--- src/logic/dsp_consts.svh ---
`ifndef DSP_CONSTS_SVH
`define DSP_CONSTS_SVH

// Stream geometry
`define DSP_LANES       4
`define DSP_CODE_W      8

// FFE and slicer
`define DSP_W_W         8
`define DSP_FFE_TAPS    3
`define DSP_EST_W       12
`define DSP_SHIFT_W     4

// Channel estimate and error
`define DSP_H_W         8
`define DSP_CHAN_TAPS   2
`define DSP_ERR_W       12
`define DSP_CNT_W       16

// AXI4-Lite bus
`define DSP_AXIL_ADDR_W 6
`define DSP_AXIL_DATA_W 32

// Register byte offsets
`define DSP_ADDR_W0         6'h00
`define DSP_ADDR_W1         6'h04
`define DSP_ADDR_W2         6'h08
`define DSP_ADDR_FFE_SHIFT  6'h0C
`define DSP_ADDR_THRESH     6'h10
`define DSP_ADDR_H0         6'h14
`define DSP_ADDR_H1         6'h18
`define DSP_ADDR_CHAN_SHIFT 6'h1C
`define DSP_ADDR_FLIP_CNT   6'h20

`endif

--- src/logic/dsp_pkg.sv ---
`include "dsp_consts.svh"

package dsp_pkg;

    // Lane 0 holds the earliest symbol of the word
    typedef logic [`DSP_LANES-1:0][`DSP_CODE_W-1:0] lane_codes_t;
    typedef logic [`DSP_LANES-1:0]                  lane_bits_t;
    typedef logic [`DSP_LANES-1:0][`DSP_ERR_W-1:0]  lane_err_t;

    // Shared by all lanes and held as two's complement
    typedef struct packed {
        logic [`DSP_FFE_TAPS-1:0][`DSP_W_W-1:0]  weights;
        logic [`DSP_SHIFT_W-1:0]                 ffe_shift;
        logic [`DSP_EST_W-1:0]                   thresh;
        logic [`DSP_CHAN_TAPS-1:0][`DSP_H_W-1:0] h;
        logic [`DSP_SHIFT_W-1:0]                 chan_shift;
    } dsp_cfg_t;

    typedef struct packed {
        logic                        awvalid;
        logic [`DSP_AXIL_ADDR_W-1:0] awaddr;
        logic                        wvalid;
        logic [`DSP_AXIL_DATA_W-1:0] wdata;
        logic                        bready;
        logic                        arvalid;
        logic [`DSP_AXIL_ADDR_W-1:0] araddr;
        logic                        rready;
    } axil_req_t;

    typedef struct packed {
        logic                        awready;
        logic                        wready;
        logic                        bvalid;
        logic                        arready;
        logic                        rvalid;
        logic [`DSP_AXIL_DATA_W-1:0] rdata;
    } axil_rsp_t;

    typedef enum logic [1:0] {
        AXS_IDLE,
        AXS_WRESP,
        AXS_RRESP
    } axil_state_e;

    typedef enum logic [`DSP_AXIL_ADDR_W-1:0] {
        REG_W0         = `DSP_ADDR_W0,
        REG_W1         = `DSP_ADDR_W1,
        REG_W2         = `DSP_ADDR_W2,
        REG_FFE_SHIFT  = `DSP_ADDR_FFE_SHIFT,
        REG_THRESH     = `DSP_ADDR_THRESH,
        REG_H0         = `DSP_ADDR_H0,
        REG_H1         = `DSP_ADDR_H1,
        REG_CHAN_SHIFT = `DSP_ADDR_CHAN_SHIFT,
        REG_FLIP_CNT   = `DSP_ADDR_FLIP_CNT
    } cfg_reg_e;

endpackage

--- src/logic/flip_counter.sv ---
`timescale 1ns/1ps
`include "dsp_consts.svh"

module flip_counter (
    input  logic                  clk,
    input  logic                  rst_n_i,
    input  logic                  flips_valid_i,
    input  dsp_pkg::lane_bits_t   flips_i,
    input  logic                  clear_i,
    output logic [`DSP_CNT_W-1:0] count_o
);
    import dsp_pkg::*;

    localparam int POP_W = $clog2(`DSP_LANES + 1);

    logic [POP_W-1:0]    pop;
    logic [`DSP_CNT_W:0] sum;

    always_comb begin
        pop = '0;
        for (int k = 0; k < `DSP_LANES; k++) begin
            pop = pop + POP_W'(flips_i[k]);
        end
        // Extra MSB catches the wrap
        sum = count_o + pop;
    end

    always_ff @(posedge clk) begin
        if (!rst_n_i || clear_i) begin
            count_o <= '0;
        end else if (flips_valid_i) begin
            count_o <= sum[`DSP_CNT_W] ? '1 : sum[`DSP_CNT_W-1:0];
        end
    end

endmodule

--- config.mk ---
export PLATFORM = sky130hd
export DESIGN_NAME = flip_counter
export DESIGN_NICKNAME = d
export VERILOG_FILES = /design/src/logic/dsp_pkg.sv /design/src/logic/flip_counter.sv
export VERILOG_INCLUDE_DIRS = /design/src /design/src/logic
export SDC_FILE = /design/constraint.sdc
export NUM_CORES = 1
export LEC_CHECK = 0
export BUFFER_PORTS_ARGS = -buffer_cell sky130_fd_sc_hd__buf_4
export CAP_MARGIN = 0
export CORE_MARGIN = 2
export CORE_UTILIZATION = 49
export DETAILED_ROUTE_END_ITERATION = 7
export GPL_TIMING_DRIVEN = 0
export HOLD_SLACK_MARGIN = 0.12
export PLACE_DENSITY_LB_ADDON = 0.3
export SLEW_MARGIN = 0
export SYNTH_ARGS = -nofsm -noshare
export SYNTH_HDL_FRONTEND = slang
export SYNTH_SLANG_ARGS = --single-unit
--- constraint.sdc ---
create_clock -name clk -period 3.1 [get_ports clk]
set_input_delay 0.31 -clock clk [delete_from_list [all_inputs] [get_ports clk]]
set_output_delay 0.31 -clock clk [all_outputs]
set_load 0.005 [all_outputs]
; ---- Yosys cells after proc, flatten, opt, wreduce, memory -nomap -nowiden
; Index checks and enable logic that the tools add are counted.
[totals]
ff_bits = 16
in_bits = 8
output_inout_bits = 16
word_cells = 8
[op_classes]
add_sub_neg = 4
muxes = 1
n_reduce_logical = 2
[ops]
columns = op, n
row1 = $add 16x3->17, 1
row2 = $mux 16, 1
row3 = $add 2x1->3, 1
row4 = $add 3x1->3, 1
row5 = $add 1x1->2, 1
row6 = $logic_not 1->1, 1
row7 = $logic_or 1x1->1, 1

; ---- Longest topological paths before layout
; Gate-level depths: netlist of the first run.
[logic_depth]
ltp_word = 5
mapped_depth = 9

; ---- Worst setup path before layout of the first run
; Ideal clock, no wire load.
[synth_path]
kind = input to register
start = input flips_i[0]
end = register count_o[14]
setup_time_ps = 74
arrival_time_ps = 2391
required_ps = 3026
slack_ps = 635
stages = 9
n_path_buf = 0
cell_sequence = fa_1 > inv_1 > fa_1 > inv_1 > fa_1 > and3_1 > nand2_1 > or4_1 > a31oi_1
[synth_via]
elab_chain_len = 5
[synth_rtl]
columns = element, line
row1 = "start, declared", flip_counter.sv:8  ; input dsp_pkg::lane_bits_t flips_i,
row2 = $add 1x1->2, flip_counter.sv:22  ; pop = pop + POP_W'(flips_i[k]);
row3 = $add 2x1->3, flip_counter.sv:22
row4 = $add 3x1->3, flip_counter.sv:22
row5 = $add 16x3->17, flip_counter.sv:25  ; sum = count_o + pop;
row6 = $mux 16, flip_counter.sv:32  ; count_o <= sum[`DSP_CNT_W] ? '1 : sum[`DSP_CNT_W-1:0];
row7 = "end signal, assigned", flip_counter.sv:32
row8 = "end, declared", flip_counter.sv:10  ; output logic [`DSP_CNT_W-1:0] count_o
; No other way between the ends.
; A chain may end at the register's enable or synchronous reset.

; ---- Final worst setup path of the first run
; Same ends and word-level chain as after synthesis.

==> results of run 1 <==
-- kinds of logic after synthesis --
family	after synthesis	share of synthesized area, %
flops	16	37.8
mux	1	1.18
xor+xnor	7	7.24
compound gates	27	21.3
buf+inv	7	3.10
fa+ha+maj	4	8.57
simple gates	31	20.8
-- power breakdown --
group | total [W] | switching, W | internal (W)
Clock | 0.000109 | 0.0000643 | 0.0000451
Combinational | 0.0000403 | 0.0000202 | 0.0000201
Sequential | 0.000210 | 0.00000210 | 0.000207
-- cells in the mapped netlist --
library cell	count	area share, %
nand2b_1	1	0.74
and4_1	1	1.0
a211oi_1	1	0.89
nand3_1	4	2.4
and3_1	1	0.74
buf_1	1	0.44
xnor2_1	1	1.0
o31ai_1	2	1.8
nor3_1	1	0.59
or4_1	2	1.8
o21ai_0	4	2.4
ha_1	1	1.5
a31oi_1	4	3.0
nor2b_1	1	0.74
a41o_2	1	1.3
and4_4	1	1.3
clkbuf_1	1	0.44
nand2_1	9	4.0
nor2_1	3	1.3
inv_1	5	2.2
and4_2	1	1.2
xor2_1	6	6.2
fa_1	3	7.1
o211ai_4	1	2.5
o2111ai_1	2	2.1
a21o_1	1	0.89
nand4_1	2	1.5
and2_2	1	0.89
and2b_1	1	0.89
mux2i_1	1	1.2
a21oi_1	11	6.5
dfxtp_1	16	38
or3_2	2	1.8
-- layer usage --
layer | vias to the layer above | share of wire, %
li1 | 394 | -
met3 | 4 | 3.2
met1 | 369 | 44
met4 | 0 | 1.4
met5 | - | 0
met2 | 13 | 52
-- final cells by class --
cell class / instances / area, um2 / share of cell area [%]
multi-input cells: 70 / 500 / 47.1
inverters: 5 / 18.8 / 1.76
flip-flops and latches: 16 / 320 / 30.1
clock buffers: 3 / 22.5 / 2.12
well taps: 17 / 21.3 / 2.00
repair buffers: 23 / 173 / 16.2
plain buffers: 2 / 7.51 / 0.706
-- worst paths after layout --
path / start / end / slack [ns] / cells after the start
worst min-delay path: flips_valid_i / count_o[0] / 0.37 / 4
worst max register to register: count_o[0] / count_o[14] / 0.91 / 8
worst min register to register: count_o[15] / count_o[15] / 0.54 / 2
worst max-delay path: flips_i[0] / count_o[14] / 0.65 / 10
-- placed cells by master (no fill, tap or decap), types with 3 or more instances in the layout --
cell type,netlist,routed
inv_1,5,5
o21ai_0,4,4
nor2_1,3,3
xor2_1,6,6
a21oi_1,11,11
a31oi_1,4,4
clkbuf_4,0,3
nand3_1,4,4
nand2_1,9,9
fa_1,3,3
dfxtp_1,16,16
buf_4,0,23
-- per-stage QoR --
step	total power, W	hold WS [ns]	util (%)	setup slack (ns)
global placement	0.000254	0.506	62.3	0.373
CTS	0.000361	0.374	63.7	0.648
floorplan	0.000239	0.504	-	0.635
detailed placement	0.000255	0.525	62.3	0.358
finish	0.000359	0.369	63.7	0.648
global route	0.000376	0.423	63.7	0.543
-- worst max-delay path: cells and delay by family --
family	cells	cell delay (ns)
compound gates	1	0.16
fa+ha+maj	3	1.09
buf+inv	3	0.24
simple gates	3	0.87
==> impl_metrics.csv, run 1 <==
group,metric,value,unit
status,status,"complete, no violations",
clock_tree,cts.clk_slew.worst_paths,0.09,ns
synthesis,syn_inst,93,
power,p_leak,0.420,nW
sta,rsz0062_at_grt,"false",
final_layout,n_antenna_cell,0,
synthesis,synth_area,847,um2
final_layout,top_regs,"count_o (16)",
sta,hold_viol,0,
placement,dp.cells,133,
global_route,grt_pass1_wl,2.81,mm
global_route,grt_util_all_layers,18.5,%
global_route,grt_util_met1,22.6,%
synthesis,syn_avg_cell_area,9.11,um2
detailed_routing,first_pass_iters,4,
die,die_w,45.6,um
clock_tree,root_buffer,"clkbuf_4",
detailed_routing,drtIter0Drc,15,
global_route,grt_max_degree,11,
power,p_per_area,338,nW/um2
placement,dp_hpwl,1.35,mm
setup_path,crit_fanout,5,
run,cap_viol_max_count,0,
min_path,hold_class,"input pin to flip-flop",
placement,portBuffers,23,
setup_path,cp_slowest_cell,"fa_1",
sta,period_share,79.1,%
setup_path,cpMostUsedCell,"fa_1",
die,coreArea,1670,um2
detailed_routing,via_per_inst,5.74,
final_layout,final_area,1060,um2
final_layout,largest_register,"count_o",
final_layout,final_cells,136,
sta,period_needed,2.45,ns
detailed_routing,antenna_left,0,
global_route,met3_usage,2.38,%
die,rows,15,
clock_tree,cts_tree,"yes",
final_layout,largest_register_ffs,16,
clock_tree,clkLatencyLatePin,0.28,ns
final_layout,num-nets-final,133,
synthesis,synth_nets,105,
final_layout,nFillCells,153,
synthesis,synth_seq_cells,16,
global_route,grt_pass1_vias,655,
die,die_area,2080,um2
sta,slew_headroom,70.4,%
sta,slew_viol_final,0,
sta,setup_tns,0,ns
placement,placed_cell_area,1040,um2
global_route,gr-total-overflow,0,
detailed_routing,finalWirelength,1.81,mm
sta,max_freq,408,MHz
setup_path,cp_slowest_stage_delay,0.52,ns
detailed_routing,drc,0,
detailed_routing,vias,780,
detailed_routing,avgRoutedWirePerCell,13.3,um
final_layout,syn2layout_area_growth,25.6,%
synthesis,yosysWarnings,0,
power,ir_drop,0.217,mV
die,start_util,50.7,%
sta,worst_pin_slew,0.444,ns
clock_tree,cts_made_buffers,3,
synthesis,seq_area_frac_synth,37.8,%
sta,skew,0.00309,ns
synthesis,ys_types,33,
global_route,globalRouteMet2Util,32.7,%
global_route,grt.busiest_layer,"met2",
final_layout,drive_gt1_share,27.7,%
sta,setup_viol,0,
die,die_height,45.6,um
clock_tree,clock_sinks,16,
setup_path,setup.worst_path.end_class,"flip-flop",
setup_path,cp_cell_sequence,"buf_4, fa_1, inv_1, fa_1, inv_1, fa_1, and3_1, nand2_1, or4_1, a31oi_1",
clock_tree,htree_levels,1,
setup_path,worst_setup_path_start_kind,"input pin",
placement,gp_congestion,0.745,
clock_tree,holdBufCountCts,0,
setup_path,arrival,2.67,ns
setup_path,cp_data_required_time,3.32,ns
setup_path,critPathKind,"input pin to flip-flop",
die,io_pins,24,
global_route,antenna_found_initial,0,
clock_tree,cts_buffer_depth,2,
clock_tree,ctsResizeCount,0,
clock_tree,cts_setup_buffers,0,
Note: power is estimated with default switching activity, not from simulation.
==> run 2: changes to the inputs <==
==> constraint.sdc (replaced) <==
create_clock -name clk -period 2.36 [get_ports clk]
set_input_delay 0.236 -clock clk [delete_from_list [all_inputs] [get_ports clk]]
set_output_delay 0.236 -clock clk [all_outputs]
set_load 0.005 [all_outputs]
==> impl_metrics.csv, run 2 (synthesis gave the netlist of run 1 again) <==
group,metric,value,unit
status,status,"complete, no violations",
detailed_routing,first_pass_iters,4,
power,p_leak,0.416,nW
sta,slew_viol_final,0,
final_layout,nFillCells,163,
run,cap_viol_max_count,0,
setup_path,cp_slowest_cell,"fa_1",
die,rows,15,
global_route,grt_max_degree,11,
final_layout,final_area,1080,um2
clock_tree,holdBufCountCts,0,
final_layout,drive_gt1_share,32.8,%
sta,slew_headroom,66.0,%
sta,period_share,95.0,%
detailed_routing,drc,0,
setup_path,worst_setup_path_start_kind,"input pin",
clock_tree,clkLatencyLatePin,0.29,ns
sta,hold_viol,0,
power,power,0.000479,W
die,die_w,45.6,um
die,die_height,45.6,um
detailed_routing,vias,787,
global_route,antenna_found_initial,0,
clock_tree,cts_buffer_depth,2,
setup_path,cpMostUsedCell,"fa_2",
final_layout,n_antenna_cell,0,
min_path,holdPathStages,4,
setup_path,cp_cell_sequence,"buf_4, fa_1, inv_1, fa_2, inv_2, fa_2, and3_4, nand2_2, or4_1, a31oi_1",
sta,setup_tns,0,ns
detailed_routing,finalWirelength,1.94,mm
final_layout,largest_register_ffs,16,
sta,setup_viol,0,
sta,rsz0062_at_grt,"false",
clock_tree,clock_sinks,16,
power,p_int,0.000361,W
global_route,grt_pass1_wl,2.94,mm
setup_path,setup.worst_path.end_class,"flip-flop",
final_layout,final_common_cell,"buf_4",
placement,portBuffers,23,
clock_tree,cts_tree,"yes",
power,pwr-share-comb,12.5,%
clock_tree,root_buffer,"clkbuf_4",
die,start_util,50.7,%
final_layout,multi_input_area,515,um2
power,power_switching,0.000118,W
die,coreArea,1670,um2
die,die_area,2080,um2
global_route,gr-total-overflow,0,
detailed_routing,avgRoutedWirePerCell,14.3,um
sta,worst_pin_slew,0.510,ns
placement,placed_cell_area,1050,um2
final_layout,syn2layout_area_growth,27.3,%
final_layout,regArea,320,um2
setup_path,reg2reg_depth,8,
final_layout,final_cell_mix,"23 x buf_4, 16 x dfxtp_1, 11 x a21oi_1, 7 x nand2_1, 6 x xor2_1",
sta,period_needed,2.24,ns
setup_path,critPathKind,"input pin to flip-flop",
detailed_routing,via_per_inst,5.79,
die,io_pins,24,
detailed_routing,antenna_left,0,
setup_path,cp_data_required_time,2.58,ns
global_route,grt_util_all_layers,20.8,%
placement,gp_congestion,0.788,
power,ir_drop,0.300,mV
placement,dp_hpwl,1.47,mm
clock_tree,htree_levels,1,
global_route,grt_pass1_vias,674,
clock_tree,cts_made_buffers,3,
sta,whs,0.297,ns
setup_path,crit_fanout,5,
final_layout,num-nets-final,133,
power,p_per_area,444,nW/um2
power,power.clock.fraction,30.1,%
min_path,hold_class,"input pin to flip-flop",
clock_tree,cts_setup_buffers,0,
final_layout,top_regs,"count_o (16)",
final_layout,largest_register,"count_o",
sta,max_freq,446,MHz
setup_path,cp_slowest_stage_delay,0.52,ns
clock_tree,cts.clk_slew.worst_paths,0.10,ns
detailed_routing,drtIter0Drc,13,
power,pwr-share-seq,57.5,%
sta,skew,0.00977,ns
power,swShare,24.7,%
setup_path,arrival,2.47,ns
## run 2: cell types whose count changed in the layout (fill, tap and decap cells not counted)
cell	previous run	this run
nand2_2	0	2
fa_2	0	2
inv_1	5	4
and3_1	1	0
inv_2	0	1
and3_4	0	1
fa_1	3	1
nand2_1	9	7
## run 2: routing by layer
| metal | routed length (um) | share of wire, % | vias up | GRT usage (%) |
|---|---|---|---|---|
| li1 | - | - | 392 | - |
| met5 | 0 | 0 | - | 0 |
| met2 | 937 | 48 | 31 | 32.4 |
| met1 | 845 | 44 | 359 | 24.9 |
| met4 | 45 | 2.3 | 0 | 14.7 |
| met3 | 111 | 5.7 | 5 | 4.76 |
## run 2: area by class of cell
| type | count | share of cell area (%) |
|---|---|---|
| timing repair buffer | 23 | 16.0 |
| inverter | 5 | 1.74 |
| multi-input combinational | 70 | 47.8 |
| tap | 17 | 1.97 |
| sequential | 16 | 29.7 |
| clock buffer | 3 | 2.09 |
| buffer | 2 | 0.696 |
## run 2: worst max-delay path, delay by kind of cell
kind | cells | cell delay, ns
adders and majority gates | 3 | 1.09
and+or+nand+nor | 3 | 0.76
buffers and inverters | 3 | 0.24
AOI/OAI and AO/OA | 1 | 0.13
## run 2: path summary, 6_finish.rpt
path / from / endpoint / slack, ns
max: flips_i[0] / count_o[14] / 0.12
min: flips_valid_i / count_o[0] / 0.30
max reg2reg: count_o[0] / count_o[14] / 0.30
min reg2reg: count_o[15] / count_o[15] / 0.53
## run 2: power by group through the flow
stage / registers (W) / clock network (W) / logic (W)
final: 0.000275 / 0.000144 / 0.0000599
after global placement: 0.000282 / 0 / 0.0000525
after CTS: 0.000275 / 0.000148 / 0.0000600
after detailed placement: 0.000282 / 0 / 0.0000589
after floorplan: 0.000282 / 0 / 0.0000331
after global routing: 0.000276 / 0.000158 / 0.0000674
## run 2: timing repair
action,4_1_cts,5_1_grt
endpoints found under the hold margin,0,0
pin swaps,0,0
resized for setup,2,2
endpoints found under the setup margin,10,1
## run 2: per-stage QoR
step                      setup slack (ns)  util [%]  instances
after floorplan                    0.00578         -         93
after global placement              -0.224      62.8        133
after detailed placement            -0.327      62.8        133
after CTS                           0.0545      64.4        136
after global routing                0.0213      64.6        136
final                                0.118      64.6        136
==> run 3: changes to the inputs <==
--- a/config.mk
+++ b/config.mk
@@ -9,7 +9,7 @@
 export BUFFER_PORTS_ARGS = -buffer_cell sky130_fd_sc_hd__buf_4
 export CAP_MARGIN = 0
 export CORE_MARGIN = 2
-export CORE_UTILIZATION = 49
+export CORE_UTILIZATION = 53
 export DETAILED_ROUTE_END_ITERATION = 7
 export GPL_TIMING_DRIVEN = 0
 export HOLD_SLACK_MARGIN = 0.12
==> constraint.sdc (replaced) <==
create_clock -name clk -period 2.7 [get_ports clk]
set_input_delay 0.27 -clock clk [delete_from_list [all_inputs] [get_ports clk]]
set_output_delay 0.27 -clock clk [all_outputs]
set_load 0.005 [all_outputs]
==> impl_metrics.csv, run 3 (synthesis gave the netlist of run 1 again) <==
group,metric,value,unit
status,status,"complete, no violations",
global_route,gr-total-overflow,0,
final_layout,final_common_cell,"buf_4",
min_path,holdPathStages,4,
final_layout,final_core_utilization,71.4,%
power,pwr-share-comb,10.5,%
clock_tree,cts_made_buffers,3,
final_layout,n_antenna_cell,0,
power,p_per_area,424,nW/um2
die,coreArea,1510,um2
sta,rsz0062_at_grt,"false",
clock_tree,root_buffer,"clkbuf_4",
setup_path,cp_slowest_cell,"fa_1",
sta,skew,0.000838,ns
sta,slew_viol_final,0,
detailed_routing,drc,0,
power,swShare,24.7,%
clock_tree,ctsResizeCount,0,
placement,dp_slack,-0.0353,ns
die,rows,14,
clock_tree,cts.clk_slew.worst_paths,0.10,ns
final_layout,num-nets-final,133,
detailed_routing,vias,796,
setup_path,critPathKind,"input pin to flip-flop",
sta,whs,0.325,ns
setup_path,arrival,2.69,ns
final_layout,drive_gt1_share,28.3,%
global_route,grt_util_all_layers,21.6,%
power,power_switching,0.000113,W
placement,gp_congestion,0.767,
detailed_routing,finalWirelength,1.89,mm
global_route,grt_max_degree,11,
final_layout,final_cell_mix,"23 x buf_4, 16 x dfxtp_1, 11 x a21oi_1, 9 x nand2_1, 6 x xor2_1",
detailed_routing,antenna_left,0,
min_path,whs_endpoint,"count_o[0]",
setup_path,cp_cell_sequence,"buf_4, fa_1, inv_1, fa_1, inv_1, fa_1, and3_1, nand2_1, or4_1, a31oi_1",
min_path,hold_class,"input pin to flip-flop",
clock_tree,clkLatencyLatePin,0.30,ns
final_layout,nFillCells,125,
clock_tree,cts_buffer_depth,2,
die,die_area,1930,um2
clock_tree,cts_tree,"yes",
global_route,grt_pass1_wl,3.12,mm
min_path,hp-start,"flips_valid_i",
final_layout,largest_register,"count_o",
setup_path,worst_setup_path_start_kind,"input pin",
placement,dp.cells,132,
final_layout,top_regs,"count_o (16)",
setup_path,r2r_setup_slack,0.43,ns
power,ir_drop,0.352,mV
global_route,antenna_found_initial,0,
power,power,0.000457,W
setup_path,setup.worst_path.end_class,"flip-flop",
setup_path,r2r_start,"count_o[0]",
detailed_routing,avgRoutedWirePerCell,13.9,um
setup_path,crit_fanout,5,
sta,period_needed,2.46,ns
setup_path,reg2reg_depth,8,
final_layout,final_cells,136,
power,pwr-share-seq,52.7,%
power,p_leak,0.427,nW
sta,slew_headroom,69.0,%
detailed_routing,first_pass_iters,4,
die,die_w,44.0,um
clock_tree,cts_setup_buffers,0,
die,die_height,44.0,um
setup_path,r2r-end,"count_o[14]",
sta,max_freq,407,MHz
setup_path,cp_data_required_time,2.93,ns
die,start_util,56.2,%
sta,setup_viol,0,
final_layout,largest_register_ffs,16,
setup_path,cpMostUsedCell,"fa_1",
clock_tree,holdBufCountCts,0,
setup_path,cp_slowest_stage_delay,0.52,ns
clock_tree,clock_sinks,16,
detailed_routing,drtIter0Drc,13,
sta,hold_viol,0,
die,io_pins,24,
power,power.clock.fraction,36.8,%
final_layout,syn2layout_area_growth,27.0,%
sta,setup_slack,0.245,ns
sta,worst_pin_slew,0.465,ns
run,cap_viol_max_count,0,
clock_tree,htree_levels,1,
placement,dp_hpwl,1.39,mm
sta,period_share,90.9,%
power,p_int,0.000344,W
global_route,grt_pass1_vias,727,
detailed_routing,via_per_inst,5.85,
placement,portBuffers,23,
-- run 3: worst max-delay path by stage --
| stage | start | to | cells after the start |
|---|---|---|---|
| 2_1_floorplan | flips_i[0] | count_o[14] | 9 |
| 4_1_cts | flips_i[0] | count_o[14] | 10 |
| 3_5_place_dp | flips_i[0] | count_o[14] | 10 |
| 3_3_place_gp | flips_i[0] | count_o[14] | 10 |
| 5_1_grt | flips_i[0] | count_o[14] | 10 |
| 6_report | flips_i[0] | count_o[14] | 10 |
-- run 3: power by group through the flow --
stage | registers [W] | logic [W] | clock network (W)
5_1_grt | 0.000241 | 0.0000554 | 0.000177
2_1_floorplan | 0.000246 | 0.0000280 | 0
3_3_place_gp | 0.000246 | 0.0000457 | 0
6_report | 0.000241 | 0.0000480 | 0.000168
3_5_place_dp | 0.000246 | 0.0000474 | 0
4_1_cts | 0.000241 | 0.0000480 | 0.000164
-- run 3: cell type report --
type | count | area (um2) | share of cell area (%)
plain buffers | 2 | 7.51 | 0.698
repair buffers | 23 | 173 | 16.0
well taps | 16 | 20.0 | 1.86
flip-flops and latches | 16 | 320 | 29.8
multi-input cells | 70 | 500 | 46.5
clock buffers | 4 | 36.3 | 3.37
inverters | 5 | 18.8 | 1.74
-- run 3: per-stage QoR --
| step | TNS (ns) | instance area, um2 |
|---|---|---|
| after floorplan | 0 | 847 |
| after global placement | -0.0173 | 1040 |
| after detailed placement | -0.0353 | 1040 |
| after CTS | 0 | 1080 |
| after global routing | 0 | 1080 |
| final | 0 | 1080 |
-- run 3: metal layers --
layer	vias up	GRT usage [%]	routed length (um)
met2	14	35.3	928
met3	5	2.50	63
met4	0	9.09	36
li1	397	-	-
met5	-	0	0
met1	380	28.6	861
-- run 3: critical path, delay by kind of cell --
kind	cells	cell delay (ns)
buffers and inverters	3	0.24
and+or+nand+nor	3	0.90
AOI/OAI and AO/OA	1	0.17
adders and majority gates	3	1.10
